`src/design/lt100_pkg.sv`:
```
`default_nettype none

package lt100_pkg;

    // --------------------------------------------------
    // Bus widths
    // --------------------------------------------------
    localparam int ADDR_WIDTH   = 32;
    localparam int DATA_WIDTH   = 32;
    localparam int BE_WIDTH     = DATA_WIDTH / 8;
    localparam int REGION_WIDTH = 4;
    localparam int OFFSET_WIDTH = ADDR_WIDTH - REGION_WIDTH;

    typedef logic [ADDR_WIDTH-1:0]   addr_t;
    typedef logic [DATA_WIDTH-1:0]   data_t;
    typedef logic [BE_WIDTH-1:0]     be_t;
    typedef logic [OFFSET_WIDTH-1:0] offset_t;
    typedef logic [REGION_WIDTH-1:0] region_t;

    // Region codes in the top address nibble
    localparam region_t REGION_BRAM  = 4'd0;
    localparam region_t REGION_TIMER = 4'd1;
    localparam region_t REGION_UART  = 4'd2;

    // Scratch RAM size in words and bytes
    localparam int BRAM_DEPTH = 256;
    localparam int BRAM_BYTES = BRAM_DEPTH * BE_WIDTH;

    // Timer register map
    localparam offset_t TMR_CTRL    = 28'h0;
    localparam offset_t TMR_PERIOD  = 28'h4;
    localparam offset_t TMR_COMPARE = 28'h8;
    localparam offset_t TMR_COUNT   = 28'hC;
    localparam offset_t TMR_STATUS  = 28'h10;
    localparam int      TMR_CTRL_RUN    = 0;
    localparam int      TMR_CTRL_IRQ_EN = 1;

    // UART register map
    localparam offset_t UART_TXDATA = 28'h0;
    localparam offset_t UART_STATUS = 28'h4;
    localparam offset_t UART_RXDATA = 28'h8;
    localparam offset_t UART_DIV    = 28'hC;
    localparam int      UART_STAT_TX_BUSY  = 0;
    localparam int      UART_STAT_RX_VALID = 1;
    localparam data_t   UART_DIV_RESET     = 32'd16;

    // Request shared by all peripherals
    typedef struct packed {
        logic    wr_en;
        offset_t offset;
        data_t   data;
        be_t     be;
    } lt100_req_t;

    // Response from one peripheral
    typedef struct packed {
        logic  ready;
        data_t data;
        logic  irq;
        logic  bus_err;
    } lt100_rsp_t;

    typedef enum logic {
        BUS_IDLE,
        BUS_WAIT
    } bus_state_t;

endpackage

`default_nettype wire

```
`src/design/uart_mem.sv`:
```
`timescale 1ns/1ps
`default_nettype none

module uart_mem (
    input  wire                        clk,
    input  wire                        rst_n,
    input  wire                        i_enable,
    input  wire lt100_pkg::lt100_req_t i_req,
    input  wire                        i_rx_pin,
    output lt100_pkg::lt100_rsp_t      o_rsp,
    output logic                       o_tx_pin
);
    import lt100_pkg::*;

    typedef enum logic {TX_IDLE, TX_SHIFT} tx_state_t;
    typedef enum logic [1:0] {RX_IDLE, RX_START, RX_DATA, RX_STOP} rx_state_t;

    lt100_req_t req_q;
    logic       acc_q;
    data_t      div;
    data_t      rd_data;
    logic       bad;
    logic       tx_load;
    logic       rx_take;
    logic       rsp_ready;
    logic       rsp_err;
    data_t      rsp_data;
    tx_state_t  tx_state;
    logic [9:0] tx_frame;
    logic [3:0] tx_bits;
    data_t      tx_cnt;
    logic       tx_busy;
    rx_state_t  rx_state;
    logic       rx_meta;
    logic       rx_sync;
    data_t      rx_cnt;
    logic [2:0] rx_bits;
    logic [7:0] rx_shift;
    logic [7:0] rx_data;
    logic       rx_valid;

    assign tx_busy  = (tx_state == TX_SHIFT);
    assign o_tx_pin = tx_frame[0];

    always_ff @(posedge clk) begin
        if (i_enable) begin
            req_q <= i_req;
        end
    end

    always_comb begin
        rd_data = '0;
        bad     = 1'b0;
        tx_load = 1'b0;
        rx_take = 1'b0;
        case (req_q.offset)
            UART_TXDATA: begin
                bad     = req_q.wr_en && tx_busy;
                tx_load = acc_q && req_q.wr_en && !tx_busy;
            end
            UART_STATUS: begin
                rd_data[UART_STAT_TX_BUSY]  = tx_busy;
                rd_data[UART_STAT_RX_VALID] = rx_valid;
            end
            UART_RXDATA: begin
                rd_data[7:0] = rx_data;
                rx_take      = acc_q && !req_q.wr_en;
            end
            UART_DIV: rd_data = div;
            default:  bad = 1'b1;
        endcase
    end

    always_ff @(posedge clk) begin
        if (!rst_n) begin
            acc_q     <= 1'b0;
            rsp_ready <= 1'b0;
            rsp_err   <= 1'b0;
            div       <= UART_DIV_RESET;
            tx_state  <= TX_IDLE;
            tx_frame  <= '1;
            tx_bits   <= '0;
            tx_cnt    <= '0;
            rx_state  <= RX_IDLE;
            rx_meta   <= 1'b1;
            rx_sync   <= 1'b1;
            rx_cnt    <= '0;
            rx_bits   <= '0;
            rx_valid  <= 1'b0;
        end else begin
            acc_q     <= i_enable;
            rsp_ready <= acc_q;
            rsp_err   <= acc_q && bad;
            if (acc_q && req_q.wr_en && req_q.offset == UART_DIV) begin
                div <= req_q.data;
            end

            // --------------------------------------------------
            // Transmitter, start + 8 data + stop, LSB first
            // --------------------------------------------------
            if (tx_load) begin
                tx_state <= TX_SHIFT;
                tx_frame <= {1'b1, req_q.data[7:0], 1'b0};
                tx_bits  <= 4'd10;
                tx_cnt   <= '0;
            end else if (tx_busy) begin
                if (tx_cnt + 1'b1 >= div) begin
                    tx_cnt   <= '0;
                    tx_frame <= {1'b1, tx_frame[9:1]};
                    tx_bits  <= tx_bits - 1'b1;
                    if (tx_bits == 4'd1) begin
                        tx_state <= TX_IDLE;
                    end
                end else begin
                    tx_cnt <= tx_cnt + 1'b1;
                end
            end

            // --------------------------------------------------
            // Receiver, sampled at mid-bit
            // --------------------------------------------------
            rx_meta <= i_rx_pin;
            rx_sync <= rx_meta;
            if (rx_take) begin
                rx_valid <= 1'b0;
            end
            case (rx_state)
                RX_IDLE: begin
                    rx_cnt <= '0;
                    if (!rx_sync) begin
                        rx_state <= RX_START;
                    end
                end
                RX_START: begin
                    if (rx_cnt + 1'b1 >= (div >> 1)) begin
                        // Start bit gone at mid-bit means a glitch
                        rx_cnt   <= '0;
                        rx_bits  <= '0;
                        rx_state <= rx_sync ? RX_IDLE : RX_DATA;
                    end else begin
                        rx_cnt <= rx_cnt + 1'b1;
                    end
                end
                RX_DATA: begin
                    if (rx_cnt + 1'b1 >= div) begin
                        rx_cnt   <= '0;
                        rx_shift <= {rx_sync, rx_shift[7:1]};
                        rx_bits  <= rx_bits + 1'b1;
                        if (rx_bits == 3'd7) begin
                            rx_state <= RX_STOP;
                        end
                    end else begin
                        rx_cnt <= rx_cnt + 1'b1;
                    end
                end
                RX_STOP: begin
                    if (rx_cnt + 1'b1 >= div) begin
                        rx_state <= RX_IDLE;
                        if (rx_sync) begin
                            rx_data  <= rx_shift;
                            rx_valid <= 1'b1;
                        end
                    end else begin
                        rx_cnt <= rx_cnt + 1'b1;
                    end
                end
                default: rx_state <= RX_IDLE;
            endcase
        end
    end

    always_ff @(posedge clk) begin
        if (acc_q) begin
            rsp_data <= rd_data;
        end
    end

    assign o_rsp = '{ready: rsp_ready, data: rsp_data, irq: rx_valid, bus_err: rsp_err};

    a_tx_idle_high: assert property (@(posedge clk) disable iff (!rst_n)
        tx_state == TX_IDLE |-> o_tx_pin);

endmodule

`default_nettype wire

```
`config.mk`:
```
export PLATFORM = sky130hd
export DESIGN_NAME = uart_mem
export DESIGN_NICKNAME = d
export VERILOG_FILES = /design/src/design/lt100_pkg.sv /design/src/design/uart_mem.sv
export SDC_FILE = /design/constraint.sdc
export NUM_CORES = 1
export LEC_CHECK = 0
export BUFFER_PORTS_ARGS = -buffer_cell sky130_fd_sc_hd__buf_2
export CELL_PAD_IN_SITES_DETAIL_PLACEMENT = 0
export CELL_PAD_IN_SITES_GLOBAL_PLACEMENT = 1
export CORE_MARGIN = 2
export CORE_UTILIZATION = 52
export CTS_BUF_LIST = sky130_fd_sc_hd__clkbuf_8
export CTS_CLUSTER_SIZE = 10
export DETAILED_ROUTE_END_ITERATION = 8
export PLACE_DENSITY_LB_ADDON = 0.1
export SLEW_MARGIN = 20
export SYNTH_ARGS = -nofsm -noshare
export SYNTH_HDL_FRONTEND = slang
export SYNTH_SLANG_ARGS = --single-unit
export TNS_END_PERCENT = 50
```
`constraint.sdc`:
```
create_clock -name clk -period 6.4 [get_ports clk]
set_input_delay 0.64 -clock clk [delete_from_list [all_inputs] [get_ports clk]]
set_output_delay 0.64 -clock clk [all_outputs]
set_load 0.01 [all_outputs]
```
==> results_dict.tcl <==
set metrics [dict create \
    die_h_um 156 \
    synth_flop_cell "dfxtp_1" \
    min_period_ns 5.08 \
    drv_cap 0 \
    worstSetupPathType "flip-flop to flip-flop" \
    async_flop_share 0 \
    slew_viol_final 0 \
    clockBufferDepth 3 \
    hpwl_um 20400 \
    drive_gt1_frac 0.147 \
    vias_per_cell 5.72 \
    wire_per_inst_um 17.9 \
    insertion_delay_ns 0.56 \
    synth_fp_nets 1389 \
    powerDensity_nw_per_um2 224 \
    grt_pass1_wl_um 46900 \
    syn-instance-count 1219 \
    die_w_um 156 \
    synth_top_family_by_area "simple AND/OR/NAND/NOR gates" \
    num_vias 9313 \
    critPathArrivalTime_ns 5.57 \
    clock_skew_ns 0.0171 \
    finalHoldViolCount 0 \
    area_delta_synth_final_pct 12.2 \
    internal_power_mw 2.28 \
    min_path_type "primary input to flip-flop" \
    end_kind "flip-flop" \
    die_area_um2 24200 \
    rsz0062_at_grt "false" \
    p_leak_nw 5.30 \
    clkSinkCount 230 \
    ioPinCount 105 \
    antenna_found_initial 0 \
    postCtsSetupRepairBufs 0 \
    fmax_ghz 0.197 \
    avgSynthCellArea_um2 9.80 \
    cp-start-kind "flip-flop" \
    clk_pin_slew_worst_paths_ns 0.06 \
    grt_max_degree 63 \
    grt_usage 0.244 \
    start_util 0.529 \
    synth_compound_area_frac 0.133 \
    tns_ns 0 \
    finalPower_mw 3.00 \
    portBuffers 100 \
    clockPowerShare 0.423 \
    grt_pass1_vias 9027 \
    routed_wl_um 29200 \
    cp_max_fo 25 \
    root_buffer "clkbuf_8" \
    synth-simple-area-share 0.193 \
    combPwrFrac 0.042 \
    n_antenna_cell 0 \
    finalSetupViolCount 0 \
    synth_mux_area_frac 0.0109 \
    dr.first_iter.drc_count 565 \
    synth-seq-area-share 0.477 \
    irDropWorstVdd_mv 0.214 \
    switchingPower_mw 0.714 \
    gp_routability_congestion 0.844 \
    cts_tree "done" \
    fin_crit_sh 0.794 \
    slew_headroom 0.267 \
    dr.pass1.iters 5 \
    synth_xor_area_frac 0.0418 \
    worst_slew_pin_slew_ns 1.09 \
    synth_edf_count 109 \
    yosysUniqueCellTypes 71 \
    switching_share 0.238 \
    core-area_um2 22600 \
    netlist_area_um2 11900 \
    h-tree-depth 2 \
    grt-ovfl-total 0 \
    holdBufCountCts 0 \
    numCtsBuffers 41 \
    postRouteAntennaNets 0 \
    status "finished clean" \
    cp.required_ns 6.89 \
    synth_fa_ha_area_frac 0.106 \
    pwr-share-seq 0.535 \
    std_cell_rows 55 \
    drc 0 \
    cts-resized-gates 0 \
    ys_ff_latch 230 \
    final_nets 1487 \
    yosysWarnings 0 \
]
==> worst paths after layout <==
path | startpoint | to | slack (ns) | cells past startpoint
max | rx_cnt[0] | rx_bits[1] | 1.32 | 15
min | i_req[58] | req_q[58] | 0.25 | 1
max reg2reg | rx_cnt[0] | rx_bits[1] | 1.32 | 15
min reg2reg | rx_meta | rx_sync | 0.41 | 1
==> layout make-up <==
class	instances	area [µm²]
well taps	285	357
fillers	1993	9170
flip-flops and latches	230	5700
clock buffers	46	633
repair buffers	118	636
clock inverters	24	118
multi-input cells	877	5780
inverters	49	184
==> critical path: stages (launching register included) <==
cell and delay [ns]:
dfxtp_1 0.52, ha_1 0.38, nand3_1 0.21, nor2_1 0.39, and3_1 0.28, nand3_1 0.20, xnor2_1 0.25, ha_1 0.28
nand3_1 0.15, a21oi_1 0.07, a2111oi_0 0.52, o2111ai_2 0.23, o2bb2ai_2 0.88, buf_4 0.37, a21oi_1 0.10, o21ai_0 0.18
==> cell usage after synthesis (5+ instances only) <==
master     instances  share of area
nand2_1          144          0.045
xor2_1            16          0.012
edfxtp_1         109           0.27
and4_1             5         0.0037
nor3_1            46          0.019
and2_1             9         0.0047
o211ai_1          10         0.0063
xnor2_1           41          0.030
nor4_1            12         0.0063
a22oi_1           13         0.0082
clkbuf_1          39          0.012
nor2_1            76          0.024
or3_1              9         0.0047
buf_2             16         0.0067
and3_1            22          0.012
a22o_1             5         0.0037
a211o_1            5         0.0037
a21oi_1           91          0.038
nand4b_1           7         0.0051
a21o_1            13         0.0082
o21ai_1           10         0.0042
nand2b_1           9         0.0047
inv_1             48          0.015
mux2i_1           13          0.011
nand3_1           73          0.031
o21ai_0           31          0.013
nand4_1           27          0.014
dfxtp_1          121           0.20
a31oi_1            5         0.0026
a211oi_1          15         0.0094
ha_1             101           0.11
a2111oi_0          6         0.0044
==> layout by cell type (no fill, tap or decap), types with 10 or more instances in the layout <==
cell / instances
a211oi_1: 15
a21o_1: 13
a21oi_1: 91
a22oi_1: 13
and3_1: 22
buf_2: 100
buf_4: 18
clkbuf_8: 46
dfxtp_1: 121
edfxtp_1: 109
ha_1: 101
inv_1: 66
mux2i_1: 13
nand2_1: 143
nand3_1: 73
nand4_1: 27
nor2_1: 76
nor3_1: 46
nor4_1: 12
o211ai_1: 10
o21ai_0: 31
o21ai_1: 10
xnor2_1: 41
xor2_1: 16
==> logic make-up (layout without fill, tap and decap cells) <==
family	Yosys count	after routing
compound gates	241	241
xor+xnor	57	57
fa+ha+maj	101	101
buf+inv	112	237
flops	230	230
mux	13	13
simple gates	465	465
==> through the flow <==
step | hold WS [ns] | instance area (µm²) | instances | worst slack [ns] | utilization
3_3_place_gp | 0.397 | 12700 | 1559 | 1.51 | 0.561
2_1_floorplan | 0.386 | 11900 | 1219 | 2.44 | -
3_5_place_dp | 0.404 | 12700 | 1559 | 1.47 | 0.561
4_1_cts | 0.227 | 13400 | 1629 | 1.42 | 0.594
6_report | 0.252 | 13400 | 1629 | 1.32 | 0.594
5_1_grt | 0.227 | 13400 | 1629 | 0.936 | 0.594
==> state kept, by name (all words and copies together) (netlist names), named ones only <==
signal     cells
rsp_err        1
rx_data        8
rsp_ready      1
rx_bits        3
rx_cnt        32
tx_busy        1
rx_sync        1
acc_q          1
rsp_data      32
tx_cnt        32
rx_state       1
rx_shift       8
rx_meta        1
div           32
tx_bits        4
req_q         61
tx_frame       9
rx_valid       1
==> per-layer routing <==
metal | track usage | up-vias | share of wire
li1 | - | 4658 | -
met1 | 0.317 | 4358 | 0.44
met2 | 0.410 | 231 | 0.48
met3 | 0.0381 | 66 | 0.044
met4 | 0.0974 | 0 | 0.032
met5 | 0 | - | 0
==> power by group through the flow <==
stage	Clock [mW]	Combinational [mW]	Sequential, mW
floorplan	0	0.0662	1.63
global placement	0	0.124	1.63
detailed placement	0	0.127	1.63
CTS	1.30	0.127	1.60
global route	1.35	0.141	1.61
finish	1.27	0.127	1.60
Power figures use the tool's default switching activity.
