==> src/design/lt100_pkg.sv <==
`default_nettype none

package lt100_pkg;

    // --------------------------------------------------
    // Bus widths
    // --------------------------------------------------
    localparam int ADDR_WIDTH   = 32;
    localparam int DATA_WIDTH   = 32;
    localparam int BE_WIDTH     = DATA_WIDTH / 8;
    localparam int REGION_WIDTH = 4;
    localparam int OFFSET_WIDTH = ADDR_WIDTH - REGION_WIDTH;

    typedef logic [ADDR_WIDTH-1:0]   addr_t;
    typedef logic [DATA_WIDTH-1:0]   data_t;
    typedef logic [BE_WIDTH-1:0]     be_t;
    typedef logic [OFFSET_WIDTH-1:0] offset_t;
    typedef logic [REGION_WIDTH-1:0] region_t;

    // Region codes in the top address nibble
    localparam region_t REGION_BRAM  = 4'd0;
    localparam region_t REGION_TIMER = 4'd1;
    localparam region_t REGION_UART  = 4'd2;

    // Scratch RAM size in words and bytes
    localparam int BRAM_DEPTH = 256;
    localparam int BRAM_BYTES = BRAM_DEPTH * BE_WIDTH;

    // Timer register map
    localparam offset_t TMR_CTRL    = 28'h0;
    localparam offset_t TMR_PERIOD  = 28'h4;
    localparam offset_t TMR_COMPARE = 28'h8;
    localparam offset_t TMR_COUNT   = 28'hC;
    localparam offset_t TMR_STATUS  = 28'h10;
    localparam int      TMR_CTRL_RUN    = 0;
    localparam int      TMR_CTRL_IRQ_EN = 1;

    // UART register map
    localparam offset_t UART_TXDATA = 28'h0;
    localparam offset_t UART_STATUS = 28'h4;
    localparam offset_t UART_RXDATA = 28'h8;
    localparam offset_t UART_DIV    = 28'hC;
    localparam int      UART_STAT_TX_BUSY  = 0;
    localparam int      UART_STAT_RX_VALID = 1;
    localparam data_t   UART_DIV_RESET     = 32'd16;

    // Request shared by all peripherals
    typedef struct packed {
        logic    wr_en;
        offset_t offset;
        data_t   data;
        be_t     be;
    } lt100_req_t;

    // Response from one peripheral
    typedef struct packed {
        logic  ready;
        data_t data;
        logic  irq;
        logic  bus_err;
    } lt100_rsp_t;

    typedef enum logic {
        BUS_IDLE,
        BUS_WAIT
    } bus_state_t;

endpackage

`default_nettype wire

==> src/design/timer_mem.sv <==
`timescale 1ns/1ps
`default_nettype none

module timer_mem (
    input  wire                        clk,
    input  wire                        rst_n,
    input  wire                        i_enable,
    input  wire lt100_pkg::lt100_req_t i_req,
    output lt100_pkg::lt100_rsp_t      o_rsp,
    output logic                       o_pwm
);
    import lt100_pkg::*;

    lt100_req_t req_q;
    logic       acc_q;
    logic       run;
    logic       irq_en;
    logic       wrap_flag;
    data_t      period;
    data_t      compare;
    data_t      count;
    data_t      rd_data;
    logic       bad;
    logic       rsp_ready;
    logic       rsp_err;
    data_t      rsp_data;

    function automatic data_t be_merge(data_t old_val, data_t new_val, be_t be);
        data_t merged;
        merged = old_val;
        for (int b = 0; b < BE_WIDTH; b++) begin
            if (be[b]) begin
                merged[8*b +: 8] = new_val[8*b +: 8];
            end
        end
        return merged;
    endfunction

    always_ff @(posedge clk) begin
        if (i_enable) begin
            req_q <= i_req;
        end
    end

    // --------------------------------------------------
    // Register decode
    // --------------------------------------------------
    always_comb begin
        rd_data = '0;
        bad     = 1'b0;
        case (req_q.offset)
            TMR_CTRL: begin
                rd_data[TMR_CTRL_RUN]    = run;
                rd_data[TMR_CTRL_IRQ_EN] = irq_en;
            end
            TMR_PERIOD:  rd_data = period;
            TMR_COMPARE: rd_data = compare;
            TMR_COUNT: begin
                rd_data = count;
                bad     = req_q.wr_en;
            end
            TMR_STATUS:  rd_data[0] = wrap_flag;
            default:     bad = 1'b1;
        endcase
    end

    always_ff @(posedge clk) begin
        if (!rst_n) begin
            acc_q     <= 1'b0;
            rsp_ready <= 1'b0;
            rsp_err   <= 1'b0;
            run       <= 1'b0;
            irq_en    <= 1'b0;
            wrap_flag <= 1'b0;
            period    <= '0;
            compare   <= '0;
            count     <= '0;
        end else begin
            acc_q     <= i_enable;
            rsp_ready <= acc_q;
            rsp_err   <= acc_q && bad;
            if (acc_q && req_q.wr_en && !bad) begin
                case (req_q.offset)
                    TMR_CTRL: begin
                        run    <= req_q.data[TMR_CTRL_RUN];
                        irq_en <= req_q.data[TMR_CTRL_IRQ_EN];
                    end
                    TMR_PERIOD:  period  <= be_merge(period, req_q.data, req_q.be);
                    TMR_COMPARE: compare <= be_merge(compare, req_q.data, req_q.be);
                    TMR_STATUS: begin
                        if (req_q.data[0]) begin
                            wrap_flag <= 1'b0;
                        end
                    end
                    default: ;
                endcase
            end
            // Counter, a wrap on the same edge beats the clear
            if (!run) begin
                count <= '0;
            end else if (count >= period) begin
                count     <= '0;
                wrap_flag <= 1'b1;
            end else begin
                count <= count + 1'b1;
            end
        end
    end

    always_ff @(posedge clk) begin
        if (acc_q) begin
            rsp_data <= rd_data;
        end
    end

    assign o_pwm = run && (count < compare);
    assign o_rsp = '{ready: rsp_ready, data: rsp_data, irq: wrap_flag && irq_en,
                     bus_err: rsp_err};

    a_count_in_period: assert property (@(posedge clk) disable iff (!rst_n)
        run && $past(run) && $stable(period) |-> count <= period);

endmodule

`default_nettype wire

==> config.mk <==
export PLATFORM = sky130hd
export DESIGN_NAME = timer_mem
export DESIGN_NICKNAME = d
export VERILOG_FILES = /design/src/design/lt100_pkg.sv /design/src/design/timer_mem.sv
export SDC_FILE = /design/constraint.sdc
export NUM_CORES = 1
export LEC_CHECK = 0
export BUFFER_PORTS_ARGS = -buffer_cell sky130_fd_sc_hd__buf_2
export CORE_ASPECT_RATIO = 1.4
export CORE_MARGIN = 4
export CORE_UTILIZATION = 45
export DETAILED_ROUTE_END_ITERATION = 16
export HOLD_SLACK_MARGIN = 0.15
export SLEW_MARGIN = 40
export SYNTH_ARGS = -nofsm -noshare
export SYNTH_HDL_FRONTEND = slang
export SYNTH_SLANG_ARGS = --single-unit
==> constraint.sdc <==
create_clock -name clk -period 3.56 [get_ports clk]
set_input_delay 0.89 -clock clk [delete_from_list [all_inputs] [get_ports clk]]
set_output_delay 0.89 -clock clk [all_outputs]
set_load 0.005 [all_outputs]
==> results of run 1 <==
-- Yosys cell counts (2+ instances only) --
master                     count  area (µm²)
sky130_fd_sc_hd__buf_6         4        45.0
sky130_fd_sc_hd__nand4_1      20         125
sky130_fd_sc_hd__buf_2        12        60.1
sky130_fd_sc_hd__a21oi_1      16        80.1
sky130_fd_sc_hd__and4_1        3        26.3
sky130_fd_sc_hd__edfxtp_1     97        2910
sky130_fd_sc_hd__and3b_1       3        26.3
sky130_fd_sc_hd__nand3_1      13        65.1
sky130_fd_sc_hd__ha_1         64         801
sky130_fd_sc_hd__nor3_1        6        30.0
sky130_fd_sc_hd__inv_1       100         375
sky130_fd_sc_hd__clkbuf_1     18        67.6
sky130_fd_sc_hd__a222oi_1     30         300
sky130_fd_sc_hd__nor2_1       39         146
sky130_fd_sc_hd__xnor2_1      13         114
sky130_fd_sc_hd__dfxtp_1     102        2040
sky130_fd_sc_hd__nand2_1      20        75.1
sky130_fd_sc_hd__or3_1         2        12.5
sky130_fd_sc_hd__a221oi_1      2        17.5
sky130_fd_sc_hd__a21o_1       12        90.1
sky130_fd_sc_hd__and2_1        4        25.0
sky130_fd_sc_hd__mux2i_1      67         671
sky130_fd_sc_hd__o32ai_1       3        26.3
sky130_fd_sc_hd__a211oi_1      2        15.0
sky130_fd_sc_hd__o21ai_0      12        60.1
sky130_fd_sc_hd__xor2_1       16         140
sky130_fd_sc_hd__nor2_2        6        37.5
sky130_fd_sc_hd__and3_1       19         119
sky130_fd_sc_hd__buf_4         2        15.0
sky130_fd_sc_hd__nor4_1        8        50.1
sky130_fd_sc_hd__nor3_2        2        20.0
sky130_fd_sc_hd__nor2b_1      67         419
sky130_fd_sc_hd__or4_1         2        15.0
sky130_fd_sc_hd__nand2b_1      5        31.3
-- sequential cells by signal, summed over array words and instances, names as in the netlist, 32 cells and up --
signal / flops
compare: 32
rsp_data: 32
req_q: 65
count: 32
period: 32
-- kinds of logic after synthesis --
family,count (synthesis),synth area share (%)
AOI/OAI and AO/OA,89,7.55
buffers and inverters,136,6.10
xor gates and xnor gates,29,2.75
and+or+nand+nor,224,13.8
adders and majority gates,64,8.67
DFF,199,53.7
muxes,68,7.51
-- worst max path at each step --
stage,startpoint,to,slack (ns),depth (start not counted)
after global routing,compare[28],o_pwm,-0.06,9
after detailed placement,compare[26],o_pwm,0.18,9
final,compare[30],o_pwm,0.02,9
after floorplan,count[27],o_pwm,0.60,7
after CTS,compare[28],o_pwm,0.0009,9
after global placement,compare[26],o_pwm,0.24,9
-- worst reg2reg max path: stages, from the launching register on --
cell	delay, ns
sky130_fd_sc_hd__dfxtp_1	0.48
sky130_fd_sc_hd__ha_1	0.30
sky130_fd_sc_hd__a21o_1	0.18
sky130_fd_sc_hd__a221o_1	0.34
sky130_fd_sc_hd__a221oi_1	0.49
sky130_fd_sc_hd__o31ai_1	0.22
sky130_fd_sc_hd__or3_1	0.47
sky130_fd_sc_hd__buf_4	0.27
sky130_fd_sc_hd__a21oi_1	0.16
-- repair_timing --
item	CTS	global route
setup buffers	8	0
pin swaps	10	0
resized for setup	20	1
endpoints found under the setup margin	1	1
-- cell type report --
cell class	count	area share [%]
Clock buffer	18	4.08
Clock inverter	14	1.49
Inverter	100	3.49
Multi-Input combinational cell	474	35.1
Sequential cell	199	46.2
Tap cell	252	2.93
Timing Repair Buffer	128	6.66
-- cells in the final DEF (no fill, tap or decap), drive strengths merged, types with 6 or more instances in the layout --
| cell type | synthesis | final |
|---|---|---|
| and3 | 19 | 19 |
| nand3 | 13 | 13 |
| mux2i | 67 | 67 |
| edfxtp | 97 | 97 |
| o21ai | 12 | 12 |
| nor2b | 67 | 67 |
| nand2 | 20 | 20 |
| nor4 | 8 | 8 |
| a21o | 12 | 12 |
| ha | 64 | 64 |
| nor2 | 45 | 45 |
| nand2b | 6 | 6 |
| inv | 100 | 107 |
| a222oi | 30 | 30 |
| buf | 18 | 128 |
| a21oi | 16 | 16 |
| clkbuf | 18 | 18 |
| xor2 | 16 | 16 |
| xnor2 | 13 | 13 |
| nand4 | 20 | 20 |
| dfxtp | 102 | 102 |
| nor3 | 8 | 8 |
-- power groups by stage --
stage / registers [W] / clock network [W] / logic (W)
4_1_cts: 0.00251 / 0.00202 / 0.000113
6_report: 0.00251 / 0.00197 / 0.000109
5_1_grt: 0.00252 / 0.00210 / 0.000121
3_3_place_gp: 0.00257 / 0 / 0.000111
3_5_place_dp: 0.00257 / 0 / 0.000112
2_1_floorplan: 0.00255 / 0 / 0.0000350
-- per-layer routing --
layer	share of wire [%]	up-vias	GRT usage [%]
met5	0	-	0
met4	1.8	0	6.35
met3	4.8	22	3.43
met2	52	165	33.4
met1	41	2990	21.7
li1	-	3107	-
-- stage by stage --
stage | instances | instance area (µm²) | util (%) | TNS (ns)
floorplan | 809 | 9230 | - | 0
global placement | 1145 | 10000 | 50.1 | 0
detailed placement | 1145 | 10000 | 50.1 | 0
CTS | 1185 | 10800 | 53.8 | 0
global route | 1185 | 10800 | 53.8 | -0.0607
finish | 1185 | 10800 | 53.8 | 0
==> impl_metrics.csv, run 1 <==
group,metric,value,unit
pwr,cellPowerDensity,427,nW/µm²
run_status,outcome,"finished clean",
final_layout,nets,1052,
critical_path,end_kind,"output port",
final_layout,multiInputGateArea,3780,µm²
clock_network,clock_slew_seen_by_the_registers_of_the_worst_setup_and_hold_paths,0.07,ns
worst_hold_path,min_to,"wrap_flag",
timing,maxClockFrequency,282,MHz
clock_network,tritoncts,"built",
routing,wl,20400,µm
die,fp.dieH,177,µm
die,num_io_pins,104,
place,place_hpwl,14300,µm
die,fp.dieArea,22900,µm²
critical_path,reg2reg_setup_slack,0.57,ns
flow_run,drv.max_cap_violation_count,0,
yosys,netlist-cell-type-count,52,
routing,first_pass_iters,5,
timing,fin_crit_share,99.6,%
timing,final.min_clock_period,3.54,ns
pwr,clock_power_share,42.9,%
critical_path,worstPathBufferInverterCount,2,
place,gp_congestion,0.829,
clock_network,clock_buffer_depth,2,
pwr,combinationalPowerShare,2.4,%
yosys,synth.yosys.seq_area_share,53.7,%
yosys,postSynthCellCount,809,
timing,worst_slack,0.0152,ns
yosys,share_of_flip_flops_with_an_asynchronous_set_or_reset_after_synthesis,0,%
global_route,sum_of_overflow_across_all_layers_after_global_routing,0,
clock_network,clock_tree.htree_level_count,4,
die,core_area,20000,µm²
critical_path,regToRegStartpoint,"count[18]",
die,rows,61,
final_layout,syn2layout_area_growth,16.5,%
pwr,p_sw,0.000982,W
pwr,seq_power_share,54.8,%
die,initial_utilization,46.2,%
pwr,netSwitchingFraction,21.4,%
timing,setup-violations-final,0,
critical_path,cp_slowest_cell,"sky130_fd_sc_hd__or4_4",
pwr,design_internal_power,0.00361,W
critical_path,critPathRequiredTime,2.67,ns
routing,routed_wire_length_per_instance,17.2,µm
routing,drt_first_iter_violations,480,
critical_path,path_class,"flop to output port",
timing,hold_viol,0,
yosys,synthesis.area_per_instance,11.4,µm²
place,dpl_worst_slack,0.182,ns
global_route,grtUsageTotal,18.5,%
yosys,synth-edff-count,97,
clock_network,tritoncts_num_sinks,199,
timing,tightestPinTransition,0.686,ns
routing,viasPerCell,5.30,
global_route,largest_net_degree_at_the_start_of_global_routing,70,
critical_path,reg2reg_depth,8,
timing,hold_slack,0.508,ns
clock_network,clockRootBuffer,"sky130_fd_sc_hd__clkbuf_16",
pwr,total_leakage_power,4.15,nW
die,die_x,129,µm
clock_network,numCtsBuffers,17,
yosys,synth_fp_nets,941,
routing,detail-route-antenna-nets,0,
worst_hold_path,worst_min_delay_path_startpoint,"wrap_flag",
pwr,irDropWorstVdd,0.344,mV
timing,unrepaired_setup_endpoints_after_global_routing,"true",
critical_path,setup.worst_path.start_class,"flop",
global_route,antenna_found_initial,0,
critical_path,slowest_delay,0.53,ns
clock_network,clk-insertion-delay-late,0.43,ns
timing,finalClockSkew,0.00669,ns
critical_path,timing.rr.end,"count[11]",
critical_path,critical_path.max_fanout,2,
pwr,totalPowerFinal,0.00459,W
yosys,synth.cell_area,9230,µm²
routing,route.vias.total,6284,
routing,remaining_drc_errors,0,
critical_path,path_cells,"inv_1 -> ha_1 -> and3_1 -> nand4_1 -> or4_4 -> or2_4 -> o32ai_2 -> nor3_2 -> buf_2",
clock_network,holdBufCountCts,0,
global_route,grt_pass1_vias,6431,
timing,slew_headroom,54.3,%
final_layout,layout-drive-gt1-share,20.7,%
yosys,ys.flop_type,"sky130_fd_sc_hd__dfxtp_1",
final_layout,area.sequential,4970,µm²
yosys,yosys_warnings,0,
yosys,ys_ff_latch,199,
critical_path,cp_data_arrival_time,2.65,ns
final_layout,antenna-diode-count,0,
final_layout,n_fill_cell,1800,
worst_hold_path,worst_hold_path.num_cells,2,
global_route,grt_pass1_wl,32900,µm
place,port-buffer-count,103,
worst_hold_path,hp-class,"flop to flop",
timing,max_slew_violation_count,0,
critical_path,category_of_cells_accounting_for_the_largest_share_of_critical_path_delay,"simple AND/OR/NAND/NOR gates",
Power figures use the tool's default switching activity.
==> run 2, diff against run 1 <==
PLACE_DENSITY = 0.63   (was not set)
REMOVE_ABC_BUFFERS = 1   (was not set)
==> run 2 against run 1 <==
  * Total power rose by 0.95%
  * Sequential power barely moved
  * Utilization fell by 0.19 points
  * Critical path type unchanged
  * Critical endpoint unchanged
  * Count of clock-buffer cells in the layout fell by 1
  * Wire length fell by 1.1%
  * Non-clock buffer count fell by 8
==> impl_metrics.csv, run 2 (same netlist as run 1, synthesis figures left out) <==
group,metric,value,unit
timing,setup-violations-final,0,
clock_network,tritoncts,"built",
routing,drt_first_iter_violations,517,
pwr,total_leakage_power,4.11,nW
routing,first_pass_iters,7,
worst_hold_path,min_to,"count[0]",
clock_network,clock_slew_seen_by_the_registers_of_the_worst_setup_and_hold_paths,0.07,ns
die,fp.dieArea,22900,µm²
routing,viasPerCell,5.31,
clock_network,clockRootBuffer,"sky130_fd_sc_hd__clkbuf_16",
timing,slew_headroom,54.5,%
timing,max_slew_violation_count,0,
die,core_area,20000,µm²
timing,worst_slack,0.0186,ns
place,dpl_worst_slack,0.171,ns
final_layout,fin_cells,1177,
timing,finalClockSkew,0.0141,ns
global_route,largest_net_degree_at_the_start_of_global_routing,70,
pwr,cellPowerDensity,432,nW/µm²
worst_hold_path,worst_min_delay_path_startpoint,"count[0]",
routing,route.vias.total,6253,
die,initial_utilization,46.2,%
timing,hold_viol,0,
final_layout,mostFrequentLayoutCell,"sky130_fd_sc_hd__buf_2",
pwr,irDropWorstVdd,0.340,mV
timing,tightestPinTransition,0.683,ns
critical_path,end_kind,"output port",
place,gp_congestion,0.905,
routing,wl,20200,µm
place,place_hpwl,14300,µm
final_layout,nets,1044,
final_layout,largest_register_ff_count,65,
timing,fin_setup_tns,0,ns
run_status,outcome,"finished clean",
routing,remaining_drc_errors,0,
critical_path,regToRegStartpoint,"req_q[59]",
die,fp.dieH,177,µm
clock_network,tritoncts_num_sinks,199,
global_route,grt_pass1_wl,32600,µm
final_layout,max_flop_register,"req_q",
worst_hold_path,worst_hold_path.num_cells,1,
timing,unrepaired_setup_endpoints_after_global_routing,"true",
final_layout,layout.cells.most_common_list,"103 x sky130_fd_sc_hd__buf_2, 97 x sky130_fd_sc_hd__inv_1, 97 x sky130_fd_sc_hd__edfxtp_1",
critical_path,reg2reg_setup_slack,0.90,ns
die,num_io_pins,104,
global_route,antenna_found_initial,0,
critical_path,critPathRequiredTime,2.67,ns
global_route,grt_pass1_vias,6365,
critical_path,setup.worst_path.start_class,"flop",
clock_network,numCtsBuffers,17,
global_route,sum_of_overflow_across_all_layers_after_global_routing,0,
clock_network,holdBufCountCts,0,
worst_hold_path,hp-class,"flop to flop",
final_layout,syn2layout_area_growth,16.1,%
critical_path,path_class,"flop to output port",
clock_network,clock_buffer_depth,2,
timing,hold_slack,0.509,ns
flow_run,drv.max_cap_violation_count,0,
die,die_x,129,µm
die,rows,61,
place,placedCellCount,1142,
routing,routed_wire_length_per_instance,17.2,µm
critical_path,timing.rr.end,"compare[9]",
global_route,grtUsageTotal,18.3,%
critical_path,critical_path.max_fanout,5,
place,port-buffer-count,103,
critical_path,reg2reg_depth,6,
clock_network,clk-insertion-delay-late,0.43,ns
clock_network,clock_tree.htree_level_count,4,
timing,final.min_clock_period,3.54,ns
final_layout,layout-drive-gt1-share,20.0,%
timing,fin_crit_share,99.5,%
routing,detail-route-antenna-nets,0,
timing,maxClockFrequency,282,MHz
critical_path,cp_data_arrival_time,2.65,ns
final_layout,antenna-diode-count,0,
## run 2: worst max path at each step
stage / from / endpoint / slack (ns) / cells past startpoint
final: count[25] / o_pwm / 0.02 / 8
after global routing: count[25] / o_pwm / -0.06 / 8
after CTS: compare[26] / o_pwm / 0.004 / 9
after detailed placement: compare[26] / o_pwm / 0.17 / 9
after global placement: compare[26] / o_pwm / 0.27 / 9
after floorplan: count[27] / o_pwm / 0.60 / 7
## run 2: power by group
part           leakage [nW]  switching (W)  internal, W
Sequential             1.77      0.0000387      0.00248
Clock                 0.301       0.000886      0.00112
Combinational          2.03      0.0000536    0.0000551
## run 2: metrics by stage
step / utilization [%] / power (W) / area [µm²]
2_1_floorplan: - / 0.00258 / 9040
3_3_place_gp: 50.0 / 0.00268 / 9990
3_5_place_dp: 50.0 / 0.00268 / 9990
4_1_cts: 53.3 / 0.00468 / 10700
5_1_grt: 53.6 / 0.00479 / 10700
6_report: 53.6 / 0.00463 / 10700
## run 2: routing by layer
layer  share of wire (%)  vias to the layer above  global-route usage, %  wire length [µm]
met1                  43                     2980                   22.1              8600
li1                    -                     3091                      -                 -
met4                 1.7                        0                   5.95               335
met3                 4.9                       19                   3.82               981
met5                   0                        -                      0                 0
met2                  51                      163                   32.3             10300
## run 2: worst max-delay path, cell delays in order, from the launching register on
cell and delay, ns:
sky130_fd_sc_hd__dfxtp_1 0.38, sky130_fd_sc_hd__ha_4 0.28, sky130_fd_sc_hd__and3_4 0.19, sky130_fd_sc_hd__nand4_1 0.16, sky130_fd_sc_hd__or4_4 0.51, sky130_fd_sc_hd__or2_4 0.26, sky130_fd_sc_hd__o32ai_4 0.21, sky130_fd_sc_hd__nor3_2 0.08
sky130_fd_sc_hd__buf_2 0.14
## run 2: area by class of cell
class	instances	area [µm²]
well taps	252	315
multi-input cells	474	3790
inverters	100	375
repair buffers	120	656
clock buffers	17	425
flip-flops and latches	199	4970
clock inverters	15	185
fillers	1789	9280
## run 2: timing repair
action	4_1_cts	5_1_grt
buffers inserted	2	1
resized for setup	8	12
gates cloned	0	0
setup endpoints to repair	1	1
pin swaps	5	2
